**src/cpu_pkg.sv**
```systemverilog
// Shared definitions for the four-stage MIPS-subset core.
// Holds the datapath widths, the reset fetch address, the opcode and ALU
// encodings and the records passed between pipeline stages.
// Every core module imports it inside its body.

`default_nettype none

package cpu_pkg;

    localparam int xlen       = 32;
    localparam int reg_addr_w = 5;

    localparam logic [xlen-1:0] reset_pc = 32'hbfc0_0000;  // boot vector

    // primary opcodes, instr[31:26]
    typedef enum logic [5:0] {
        op_special = 6'h00,
        op_j       = 6'h02,
        op_beq     = 6'h04,
        op_bne     = 6'h05,
        op_addiu   = 6'h09,
        op_ori     = 6'h0d,
        op_lui     = 6'h0f
    } opcode_e;

    // R-type function field, instr[5:0]
    typedef enum logic [5:0] {
        fn_addu = 6'h21,
        fn_subu = 6'h23,
        fn_and  = 6'h24,
        fn_or   = 6'h25,
        fn_xor  = 6'h26,
        fn_slt  = 6'h2a
    } funct_e;

    typedef enum logic [2:0] {
        alu_add,
        alu_sub,
        alu_and,
        alu_or,
        alu_xor,
        alu_slt,
        alu_lui,
        alu_pass    // operand b straight through
    } alu_op_e;

    typedef enum logic [1:0] {
        br_none,
        br_beq,
        br_bne,
        br_jump
    } branch_e;

    // fetch to decode
    typedef struct packed {
        logic            valid;
        logic [xlen-1:0] pc;
        logic [xlen-1:0] instr;
    } if_id_t;

    // decode to execute
    typedef struct packed {
        logic                  valid;
        logic [xlen-1:0]       pc;
        alu_op_e               alu_op;
        branch_e               branch;
        logic [xlen-1:0]       op_a;
        logic [xlen-1:0]       op_b;
        logic [xlen-1:0]       cmp_val;  // rt for beq/bne
        logic [xlen-1:0]       target;   // taken branch or jump address
        logic [reg_addr_w-1:0] dst;
        logic                  wr;
    } id_ex_t;

    // writeback and bypass record
    typedef struct packed {
        logic                  valid;
        logic                  wr;
        logic [reg_addr_w-1:0] dst;
        logic [xlen-1:0]       data;
        logic [xlen-1:0]       pc;
    } result_t;

endpackage

`default_nettype wire

```
**src/reg_file.sv**
```systemverilog
// General register file, 32 entries of 32 bits.
// Two asynchronous read ports and one write port fed by the writeback
// record. Register 0 reads as zero and is never written.

`default_nettype none

module reg_file (
    input  logic              aclk,
    input  logic [4:0]        ra,
    input  logic [4:0]        rb,
    output logic [31:0]       rdata_a,
    output logic [31:0]       rdata_b,
    input  cpu_pkg::result_t  wr
);
    import cpu_pkg::*;

    logic [xlen-1:0] regs [32];
    logic            we;

    assign we = wr.valid && wr.wr && (wr.dst != '0);

    always_ff @(posedge aclk) begin
        if (we)
            regs[wr.dst] <= wr.data;
    end

    assign rdata_a = (ra == '0) ? '0 : regs[ra];  // $zero
    assign rdata_b = (rb == '0) ? '0 : regs[rb];

endmodule

`default_nettype wire

```
**src/fetch_unit.sv**
```systemverilog
// Instruction fetch for the MIPS-subset core.
// Runs a read-only Wishbone classic master, one word per bus cycle, with
// one idle cycle between cycles. Kept words go to decode one at a time.
// A taken branch from execute reloads the PC; a word that was already
// requested when the redirect came is fetched and dropped.

`default_nettype none

module fetch_unit (
    input  logic             aclk,
    input  logic             rst,
    input  logic             redirect,
    input  logic [31:0]      redirect_pc,
    input  logic [31:0]      ibus_dat,
    input  logic             ibus_ack,
    output logic [31:0]      ibus_adr,
    output logic             ibus_cyc,
    output logic             ibus_stb,
    output cpu_pkg::if_id_t  if_id
);
    import cpu_pkg::*;

    logic [xlen-1:0] pc;         // next address to request
    logic [xlen-1:0] adr_q;      // address of the open bus cycle
    logic            busy;       // cyc/stb
    logic            discard;    // open cycle is on the wrong path
    logic            keep;
    logic            out_valid;
    logic [xlen-1:0] out_pc;
    logic [xlen-1:0] out_instr;

    // word arrives and is still wanted
    assign keep = busy && ibus_ack && !discard && !redirect;

    always_ff @(posedge aclk) begin
        if (rst) begin
            pc        <= reset_pc;
            busy      <= 1'b0;
            discard   <= 1'b0;
            out_valid <= 1'b0;
        end else begin
            out_valid <= keep;

            if (redirect)
                pc <= redirect_pc;
            else if (keep)
                pc <= adr_q + 32'd4;

            if (!busy) begin
                busy <= 1'b1;       // idle lasts exactly one cycle
            end else if (ibus_ack) begin
                busy    <= 1'b0;    // word done, kept or dropped
                discard <= 1'b0;
            end else if (redirect) begin
                discard <= 1'b1;    // wait out the cycle, then refetch
            end
        end
    end

    // address latched at request start, held until ack
    always_ff @(posedge aclk) begin
        if (!busy)
            adr_q <= redirect ? redirect_pc : pc;
        if (keep) begin
            out_pc    <= adr_q;
            out_instr <= ibus_dat;
        end
    end

    assign ibus_adr = adr_q;
    assign ibus_cyc = busy;
    assign ibus_stb = busy;

    assign if_id = '{valid: out_valid, pc: out_pc, instr: out_instr};

endmodule

`default_nettype wire

```
**src/decode_stage.sv**
```systemverilog
// Decode stage.
// Splits the fetched word into fields, maps opcode and funct to an ALU
// operation and branch kind, reads rs/rt with bypass from execute and
// writeback, precomputes the branch or jump target and registers the
// result for execute. A redirect turns the next id_ex into a bubble.

`default_nettype none

module decode_stage (
    input  logic              aclk,
    input  logic              rst,
    input  cpu_pkg::if_id_t   if_id,
    input  logic              redirect,
    input  cpu_pkg::result_t  ex_fwd,
    input  cpu_pkg::result_t  wb,
    output cpu_pkg::id_ex_t   id_ex
);
    import cpu_pkg::*;

    opcode_e               opcode;
    funct_e                funct;
    logic [reg_addr_w-1:0] rs;
    logic [reg_addr_w-1:0] rt;
    logic [reg_addr_w-1:0] rd;
    logic [15:0]           imm;
    logic [25:0]           index;
    logic [xlen-1:0]       rf_a;
    logic [xlen-1:0]       rf_b;
    logic [xlen-1:0]       rs_val;
    logic [xlen-1:0]       rt_val;
    logic [xlen-1:0]       imm_ext;
    logic [xlen-1:0]       pc_plus4;
    logic                  use_imm;
    logic                  zero_ext;
    id_ex_t                dec;
    id_ex_t                ex_q;
    logic                  valid_q;

    // youngest producer wins, $zero never bypassed
    function automatic logic [xlen-1:0] bypass(
        input logic [reg_addr_w-1:0] addr,
        input logic [xlen-1:0]       rf_val,
        input result_t               ex,
        input result_t               w
    );
        if (addr == '0)
            return '0;
        if (ex.valid && ex.wr && ex.dst == addr)
            return ex.data;
        if (w.valid && w.wr && w.dst == addr)
            return w.data;
        return rf_val;
    endfunction

    assign opcode   = opcode_e'(if_id.instr[31:26]);
    assign rs       = if_id.instr[25:21];
    assign rt       = if_id.instr[20:16];
    assign rd       = if_id.instr[15:11];
    assign imm      = if_id.instr[15:0];
    assign funct    = funct_e'(if_id.instr[5:0]);
    assign index    = if_id.instr[25:0];
    assign pc_plus4 = if_id.pc + 32'd4;

    reg_file u_reg_file (
        .aclk    (aclk),
        .ra      (rs),
        .rb      (rt),
        .rdata_a (rf_a),
        .rdata_b (rf_b),
        .wr      (wb)
    );

    assign rs_val = bypass(rs, rf_a, ex_fwd, wb);
    assign rt_val = bypass(rt, rf_b, ex_fwd, wb);

    always_comb begin
        dec.valid  = if_id.valid;
        dec.pc     = if_id.pc;
        dec.alu_op = alu_pass;
        dec.branch = br_none;
        dec.dst    = rt;           // I-type default
        dec.wr     = 1'b0;
        use_imm    = 1'b0;
        zero_ext   = 1'b0;

        case (opcode)
            op_special: begin
                dec.dst = rd;
                dec.wr  = 1'b1;
                case (funct)
                    fn_addu: dec.alu_op = alu_add;
                    fn_subu: dec.alu_op = alu_sub;
                    fn_and:  dec.alu_op = alu_and;
                    fn_or:   dec.alu_op = alu_or;
                    fn_xor:  dec.alu_op = alu_xor;
                    fn_slt:  dec.alu_op = alu_slt;
                    default: dec.wr     = 1'b0;  // sll nop and the rest
                endcase
            end
            op_addiu: begin
                dec.alu_op = alu_add;
                dec.wr     = 1'b1;
                use_imm    = 1'b1;
            end
            op_ori: begin
                dec.alu_op = alu_or;
                dec.wr     = 1'b1;
                use_imm    = 1'b1;
                zero_ext   = 1'b1;
            end
            op_lui: begin
                dec.alu_op = alu_lui;
                dec.wr     = 1'b1;
                use_imm    = 1'b1;
            end
            op_beq:  dec.branch = br_beq;
            op_bne:  dec.branch = br_bne;
            op_j:    dec.branch = br_jump;
            default: ;                           // outside the subset
        endcase

        imm_ext     = zero_ext ? {16'h0000, imm} : {{16{imm[15]}}, imm};
        dec.op_a    = rs_val;
        dec.op_b    = use_imm ? imm_ext : rt_val;
        dec.cmp_val = rt_val;

        // no delay slot, offsets are relative to pc+4
        if (dec.branch == br_jump)
            dec.target = {pc_plus4[31:28], index, 2'b00};
        else
            dec.target = pc_plus4 + {imm_ext[29:0], 2'b00};
    end

    always_ff @(posedge aclk) begin
        if (rst)
            valid_q <= 1'b0;
        else
            valid_q <= if_id.valid && !redirect;  // squash on taken branch
    end

    always_ff @(posedge aclk) begin
        ex_q <= dec;
    end

    always_comb begin
        id_ex       = ex_q;
        id_ex.valid = valid_q;
    end

endmodule

`default_nettype wire

```
**src/execute_stage.sv**
```systemverilog
// Execute and writeback for the MIPS-subset core.
// Runs the ALU, resolves beq/bne/j and signals a redirect for one cycle
// when taken. The result goes back to decode unregistered as ex_fwd and
// registered as wb, which also feeds the register file write port and
// the golden-trace debug outputs.

`default_nettype none

module execute_stage (
    input  logic              aclk,
    input  logic              rst,
    input  cpu_pkg::id_ex_t   id_ex,
    output cpu_pkg::result_t  ex_fwd,
    output cpu_pkg::result_t  wb,
    output logic              redirect,
    output logic [31:0]       redirect_pc,
    output logic [31:0]       debug_wb_pc,
    output logic [31:0]       debug_wb_rf_wdata,
    output logic [3:0]        debug_wb_rf_wen,
    output logic [4:0]        debug_wb_rf_wnum
);
    import cpu_pkg::*;

    logic [xlen-1:0] alu_res;
    logic            taken;
    result_t         wb_q;
    logic            wb_valid;

    always_comb begin
        alu_res = id_ex.op_b;
        case (id_ex.alu_op)
            alu_add:  alu_res = id_ex.op_a + id_ex.op_b;
            alu_sub:  alu_res = id_ex.op_a - id_ex.op_b;
            alu_and:  alu_res = id_ex.op_a & id_ex.op_b;
            alu_or:   alu_res = id_ex.op_a | id_ex.op_b;
            alu_xor:  alu_res = id_ex.op_a ^ id_ex.op_b;
            alu_slt:  alu_res = {31'd0, $signed(id_ex.op_a) < $signed(id_ex.op_b)};
            alu_lui:  alu_res = {id_ex.op_b[15:0], 16'h0000};
            alu_pass: alu_res = id_ex.op_b;
        endcase
    end

    always_comb begin
        case (id_ex.branch)
            br_beq:  taken = (id_ex.op_a == id_ex.cmp_val);
            br_bne:  taken = (id_ex.op_a != id_ex.cmp_val);
            br_jump: taken = 1'b1;
            default: taken = 1'b0;
        endcase
    end

    // bubbles never redirect
    assign redirect    = id_ex.valid && taken;
    assign redirect_pc = id_ex.target;

    assign ex_fwd = '{valid: id_ex.valid,
                      wr:    id_ex.wr,
                      dst:   id_ex.dst,
                      data:  alu_res,
                      pc:    id_ex.pc};

    always_ff @(posedge aclk) begin
        if (rst)
            wb_valid <= 1'b0;
        else
            wb_valid <= id_ex.valid;   // execute always accepts
    end

    always_ff @(posedge aclk) begin
        wb_q <= ex_fwd;
    end

    always_comb begin
        wb       = wb_q;
        wb.valid = wb_valid;
    end

    // golden trace
    assign debug_wb_pc       = wb.pc;
    assign debug_wb_rf_wdata = wb.data;
    assign debug_wb_rf_wnum  = wb.dst;
    assign debug_wb_rf_wen   = (wb.valid && wb.wr && wb.dst != '0) ? 4'b1111 : 4'b0000;

endmodule

`default_nettype wire

```
**src/mips_core.sv**
```systemverilog
// Top level of the four-stage MIPS-subset core.
// Connects fetch, decode and execute to each other, to the read-only
// Wishbone instruction bus and to the golden-trace debug outputs.
// Fetch wait states are the only stall; later stages always accept.

`default_nettype none

module mips_core (
    input  logic        aclk,
    input  logic        rst,
    input  logic [31:0] ibus_dat,
    input  logic        ibus_ack,
    output logic [31:0] ibus_adr,
    output logic        ibus_cyc,
    output logic        ibus_stb,
    output logic [31:0] debug_wb_pc,
    output logic [31:0] debug_wb_rf_wdata,
    output logic [3:0]  debug_wb_rf_wen,
    output logic [4:0]  debug_wb_rf_wnum
);
    import cpu_pkg::*;

    if_id_t          if_id;
    id_ex_t          id_ex;
    result_t         ex_fwd;         // result of the instruction in execute
    result_t         wb;             // registered result, also rf write port
    logic            redirect;       // taken branch or jump
    logic [xlen-1:0] redirect_pc;

    fetch_unit u_fetch_unit (
        .aclk        (aclk),
        .rst         (rst),
        .redirect    (redirect),
        .redirect_pc (redirect_pc),
        .ibus_dat    (ibus_dat),
        .ibus_ack    (ibus_ack),
        .ibus_adr    (ibus_adr),
        .ibus_cyc    (ibus_cyc),
        .ibus_stb    (ibus_stb),
        .if_id       (if_id)
    );

    decode_stage u_decode_stage (
        .aclk     (aclk),
        .rst      (rst),
        .if_id    (if_id),
        .redirect (redirect),
        .ex_fwd   (ex_fwd),
        .wb       (wb),
        .id_ex    (id_ex)
    );

    execute_stage u_execute_stage (
        .aclk              (aclk),
        .rst               (rst),
        .id_ex             (id_ex),
        .ex_fwd            (ex_fwd),
        .wb                (wb),
        .redirect          (redirect),
        .redirect_pc       (redirect_pc),
        .debug_wb_pc       (debug_wb_pc),
        .debug_wb_rf_wdata (debug_wb_rf_wdata),
        .debug_wb_rf_wen   (debug_wb_rf_wen),
        .debug_wb_rf_wnum  (debug_wb_rf_wnum)
    );

endmodule

`default_nettype wire

```
**config.mk**
```make
export PLATFORM = sky130hd
export DESIGN_NAME = mips_core
export DESIGN_NICKNAME = d
export VERILOG_FILES = /design/src/cpu_pkg.sv /design/src/reg_file.sv /design/src/fetch_unit.sv /design/src/decode_stage.sv /design/src/execute_stage.sv /design/src/mips_core.sv
export SDC_FILE = /design/constraint.sdc
export NUM_CORES = 2
export LEC_CHECK = 0
export BUFFER_PORTS_ARGS = -buffer_cell sky130_fd_sc_hd__clkbuf_2
export CAP_MARGIN = 0
export CORE_MARGIN = 1
export CORE_UTILIZATION = 54
export CTS_BUF_LIST = sky130_fd_sc_hd__clkbuf_16
export DETAILED_ROUTE_END_ITERATION = 7
export PLACE_DENSITY_LB_ADDON = 0.15
export SLEW_MARGIN = 20
export SYNTH_ARGS = -nofsm -noshare
export SYNTH_HDL_FRONTEND = slang
export SYNTH_SLANG_ARGS = --single-unit
```
**constraint.sdc**
```tcl
create_clock -name aclk -period 6.07 [get_ports aclk]
set_clock_uncertainty 0.1 [all_clocks]
set_input_delay 0.3035 -clock aclk [delete_from_list [all_inputs] [get_ports aclk]]
set_output_delay 0.3035 -clock aclk [all_outputs]
set_load 0.02 [all_outputs]
```
# == Word level (Yosys, flattened, before mapping) ==
# Memory sizes are Yosys's and may differ from the RTL's. A register that Yosys moved wholly into a read port is not among the register bits.
# Cells that the tools add are included.
# word_totals
ff_bits,374
ramBits,1024
out_inout_bits,107
wordCells,137
memories,1
# memory_table
memory,depth,width,rd,rd_ports_with_merged_regs,wr,line,source
u_decode_stage.u_reg_file.regs,32,32,2,2,1,reg_file.sv:17,logic [xlen-1:0] regs [32];
# op_classes
n_addsub,5
order_cmp,1
n_eq_ne,29
muxes,51
bitwise,3
reduce_logical,24
# op_table
operator,count
$mux 32,20
$pmux 32 s8,1
$add 32x3->32 const B,2
$add 32x32->32,2
$eq 6x6->1 const B,6
$and 32x32->32,1
$eq 32x32->1,1
$lt 32x32->1,1
$ne 32x32->1,1
$or 32x32->32,1
$sub 32x32->32,1
$xor 32x32->32,1
$mux 1,21
$eq 5x5->1,4
$eq 6x4->1 const B,3
$pmux 3 s6,1
$mux 5,3
$eq 3x3->1 const B,4
$eq 6x3->1 const B,2
$logic_and 1x1->1,12
$pmux 3 s4,1
$logic_not 5->1,2
$eq 2x2->1 const B,3
$eq 3x2->1 const B,2
other kinds (15),17

# == Logic depth before layout (Yosys ltp) ==
# logic_depth
ltp_word,10
mapped_depth,17
ltp_nobuf,17

# == By module ==
# From an unflattened synthesis, not the netlist that was laid out.
# unflattened
cells_unflattened,4756
hier_area_um2,69028.7
# by_module_without_submodules
mod,n_inst,cells_each,area_each_um2,seq_area_each_um2
reg_file,1,2371,47189.0,30749.5
decode_stage,1,889,8310.5,3443.3
execute_stage,1,1103,8304.2,1421.4
fetch_unit,1,393,5225.0,3583.4

# == Worst setup path before layout ==
# No wires, ideal clock.
# synth_path
path_kind,reg-to-reg
startpoint,"register u_decode_stage.ex_q, in the netlist u_decode_stage.id_ex[103]"
endpoint,register with a tool-made name
setup_time_ns,0.126
arrival_ns,4.172
required_ns,5.844
slack_ns,1.672
stages_incl_launch_ff,11
cell_sequence,dfxtp_1 -> xor2_1 -> nor4_1 -> nand4_1 -> nor2_1 -> mux2i_1 -> nor2b_1 -> clkbuf_1 -> nor3_1 -> clkbuf_1 -> mux2_2
# synth_lines
element,line,source
from (decl),decode_stage.sv:36,id_ex_t ex_q;
from (signal assigned),decode_stage.sv:142,ex_q <= dec;

==> summary.md <==
| Metric | Value |
|---|---|
| DP Area | `71010 um2` |
| Async SR Flop Fraction | `0` |
| Sw frac | `0.2840` |
| CP max FO | `5` |
| R2r worst-path depth | `16` |
| Final hold vios | `0` |
| Crit path launch type | `register` |
| Pwr dens | `332.7 nW/um2` |
| Placed cells | `6006` |
| Worst slack at placement | `1790 ps` |
| Library cells used by synthesis | `90` |
| Clock latency on the worst-skew pair | `820 ps` |
| Max-Cap Viols | `0` |
| Post-synth top area cell | `edfxtp_1` |
| Setup Crit Path Kind | `reg2reg` |
| Max H-tree Level | `4` |
| Final slew viol count | `0` |
| Commonest cells post-synth | `edfxtp_1, mux4_2, dfxtp_1, nor2_1, a21oi_1` |
| CTS clk-pin slew, worst paths | `60 ps` |
| Share of layout cells above drive strength 1 | `0.2741` |
| # nets final | `4708` |
| CP endpoint kind | `register` |
| Power share of the clock group | `0.356` |
| Worst flop-to-flop path endpoint | `u_decode_stage.id_ex[37]` |
| Finished Layout Cells | `6317` |
| Pint | `18.16 mW` |
| Period minus WS final | `4299 ps` |
| Final period utilization | `0.7082` |
| Most frequent cell after synthesis | `edfxtp_1` |
| Critical Path RT | `6660 ps` |
| Synth Flop Type | `edfxtp_1` |
| Core area | `125600 um2` |
| GRT Util Overall | `0.3159` |
| Vias | `42550` |
| Hold endpoint | `u_fetch_unit.out_instr[14]` |
| Avg Vias per Cell | `6.735` |
| DIE AREA | `128000 um2` |
| Antenna violations before repair | `3` |
| #FFs+latches synth | `1408` |
| Final antenna-violating net count | `0` |
| Drt first-iter violations | `5705` |
| Remaining DRCs | `0` |
| GP Congestion | `1.027` |
| Design Area, Final | `76210 um2` |
| Reported net switching power | `7.200 mW` |
| Status | `finished clean` |
| RSZ-0062 raised after global routing | `false` |
| EDFF count, synth | `1120` |
| Worst-margin pin slew | `1195 ps` |
| Grt ovf | `0` |
| Reg-to-reg critical path startpoint | `u_fetch_unit.out_pc[4]` |
| Seq/Total Area, Yosys | `0.5765` |
| Total CTS buffers | `149` |
| CP Data Arrival Time | `4880 ps` |
| Leak Pwr | `26.37 nW` |
| Maximum vdd drop | `0.3219 mV` |
| Hold Path Depth | `2` |
| Initial Util | `0.5442` |
| Area contributors post-synth | `edfxtp_1, mux4_2, dfxtp_1` |
| DP HPWL | `122.9 mm` |
| I/O Pins | `142` |
| Mean Syn Cell Area | `15.52 um2` |
| Highest Clock Rate | `232.6 MHz` |
| Num rows | `130` |
| Final setup violation count | `0` |
| Clock root cell | `clkbuf_16` |
| Setup TNS | `0 ps` |
| Area growth syn-to-layout | `11.53%` |
| DRT Pass-1 Iters | `6` |
| Die Y | `357.7 um` |
| Worst Hold Class | `in2reg` |
| First-pass GRT wire length | `289.5 mm` |
| Pin count of the biggest net entering global routing | `91` |
| Clk sinks | `1408` |
| Max-slew headroom | `0.1981` |
| Die width | `357.7 um` |
| DR WL/cell | `31.73 um` |
| Comb power frac | `0.176` |
| Hold_sp | `ibus_dat[14]` |
| R2R Setup Slk | `1770 ps` |
| Port-buffer cells | `141` |
| Part of the power in registers | `0.468` |
| Cell Area, Synth | `68340 um2` |
| Ys Warns | `0` |
| Syn Inst Count | `4404` |
| Post-route setup slack | `1771 ps` |
| Yosys top cell area share | `0.4922` |
| CTS tree | `built` |
| Max Root-Sink Buffers | `3` |
| Total power | `25.36 mW` |
| Routed Wire Length | `200.4 mm` |
| Vias in the first global route | `41710` |
how the worst max path moves through the flow:
stage | start | to | slack (ps) | cells past startpoint
2_1_floorplan | u_decode_stage.id_ex[103] | register | 1670 | 10
3_3_place_gp | u_fetch_unit.out_pc[4] | u_decode_stage.id_ex[37] | 1810 | 16
3_5_place_dp | u_fetch_unit.out_pc[4] | u_decode_stage.id_ex[36] | 1790 | 16
4_1_cts | u_fetch_unit.out_pc[4] | u_decode_stage.id_ex[37] | 1750 | 16
5_1_grt | u_fetch_unit.out_pc[4] | u_decode_stage.id_ex[36] | 1380 | 16
6_report | u_fetch_unit.out_pc[4] | u_decode_stage.id_ex[37] | 1770 | 16
worst max-delay path, cell delays in order, from the launching register on:
cell,delay [ps]
edfxtp_1,430
and3_1,200
and2_1,200
nand4_1,270
nor4_1,640
xor2_1,150
ha_1,390
nand2_1,120
a21oi_1,50
nor2b_1,200
o21ai_0,120
a211oi_1,340
a21oi_1,190
a31oi_1,310
mux2i_1,250
a21oi_1,80
xnor2_1,140
power by group through the flow:
| stage | combinational (mW) | clock, mW | sequential (mW) |
|---|---|---|---|
| after floorplan | 2.83 | 0 | 12.1 |
| after CTS | 4.40 | 9.14 | 11.9 |
| final | 4.45 | 9.03 | 11.9 |
| after global placement | 4.35 | 0 | 12.1 |
| after global routing | 4.75 | 9.51 | 11.9 |
| after detailed placement | 4.37 | 0 | 12.1 |
logic make-up after synthesis:
logic type / share of synthesized area
AOI/OAI and AO/OA: 0.06639
xor gates and xnor gates: 0.01782
adders and majority gates: 0.02413
buffers and inverters: 0.03385
DFF: 0.5765
muxes: 0.2318
other: 0.00005488
and+or+nand+nor: 0.04945
metal layers:
| layer | track usage | routed length (um) |
|---|---|---|
| met1 | 0.4507 | 80120 |
| met2 | 0.4901 | 94260 |
| met3 | 0.05344 | 18680 |
| met4 | 0.1213 | 7371 |
| met5 | 0 | 0 |
state kept, by name, indices dropped and copies added (netlist names), 5 cells and up, named ones only:
register and count:
u_decode_stage.u_reg_file.regs 1024, u_decode_stage.id_ex 171, u_execute_stage.debug_wb_pc 32, u_execute_stage.debug_wb_rf_wdata 32, u_fetch_unit.ibus_adr 32, u_fetch_unit.out_instr 32
u_fetch_unit.out_pc 32, u_fetch_unit.pc 32, u_execute_stage.debug_wb_rf_wnum 5
repair_timing:
item | in CTS | in global routing
resized for setup | 0 | 0
setup buffers | 0 | 0
hold endpoints to repair | 69 | 0
hold buffers | 35 | 0
metrics by stage:
stage | utilization | hold WS (ps)
finish | 0.6069 | 112.8
global route | 0.6069 | 96.63
CTS | 0.6067 | 65.71
detailed placement | 0.5655 | 212.1
global placement | 0.5655 | 210.5
floorplan | - | 209.6
layout make-up:
class,instances,area [um2]
antenna,1,2.502
clock buffer,152,3804
clock inverter,122,1023
fill,9374,49360
inverter,164,615.6
multi-input combinational,2513,27030
sequential,1408,39440
tap,1650,2064
timing repair buffer,307,2227
placed cells by master (no fill, tap or decap), drive strengths merged, types with 15 or more instances in the layout:
cell type / count
clkbuf: 293
a221oi: 15
xor2: 88
dlygate4sd3: 35
or2: 15
and3: 15
a21oi: 206
nor4: 27
nand3: 61
mux4: 647
nor2: 274
o21ai: 190
ha: 127
mux2: 36
nand2b: 18
nor3: 29
dfxtp: 288
buf: 131
xnor2: 51
mux2i: 86
nand4: 25
a31oi: 17
edfxtp: 1120
o22ai: 32
nor2b: 27
inv: 203
a211oi: 40
conb: 32
a21o: 28
o211ai: 41
clkinv: 66
a211o: 27
nand2: 200
Power figures use the tool's default switching activity.
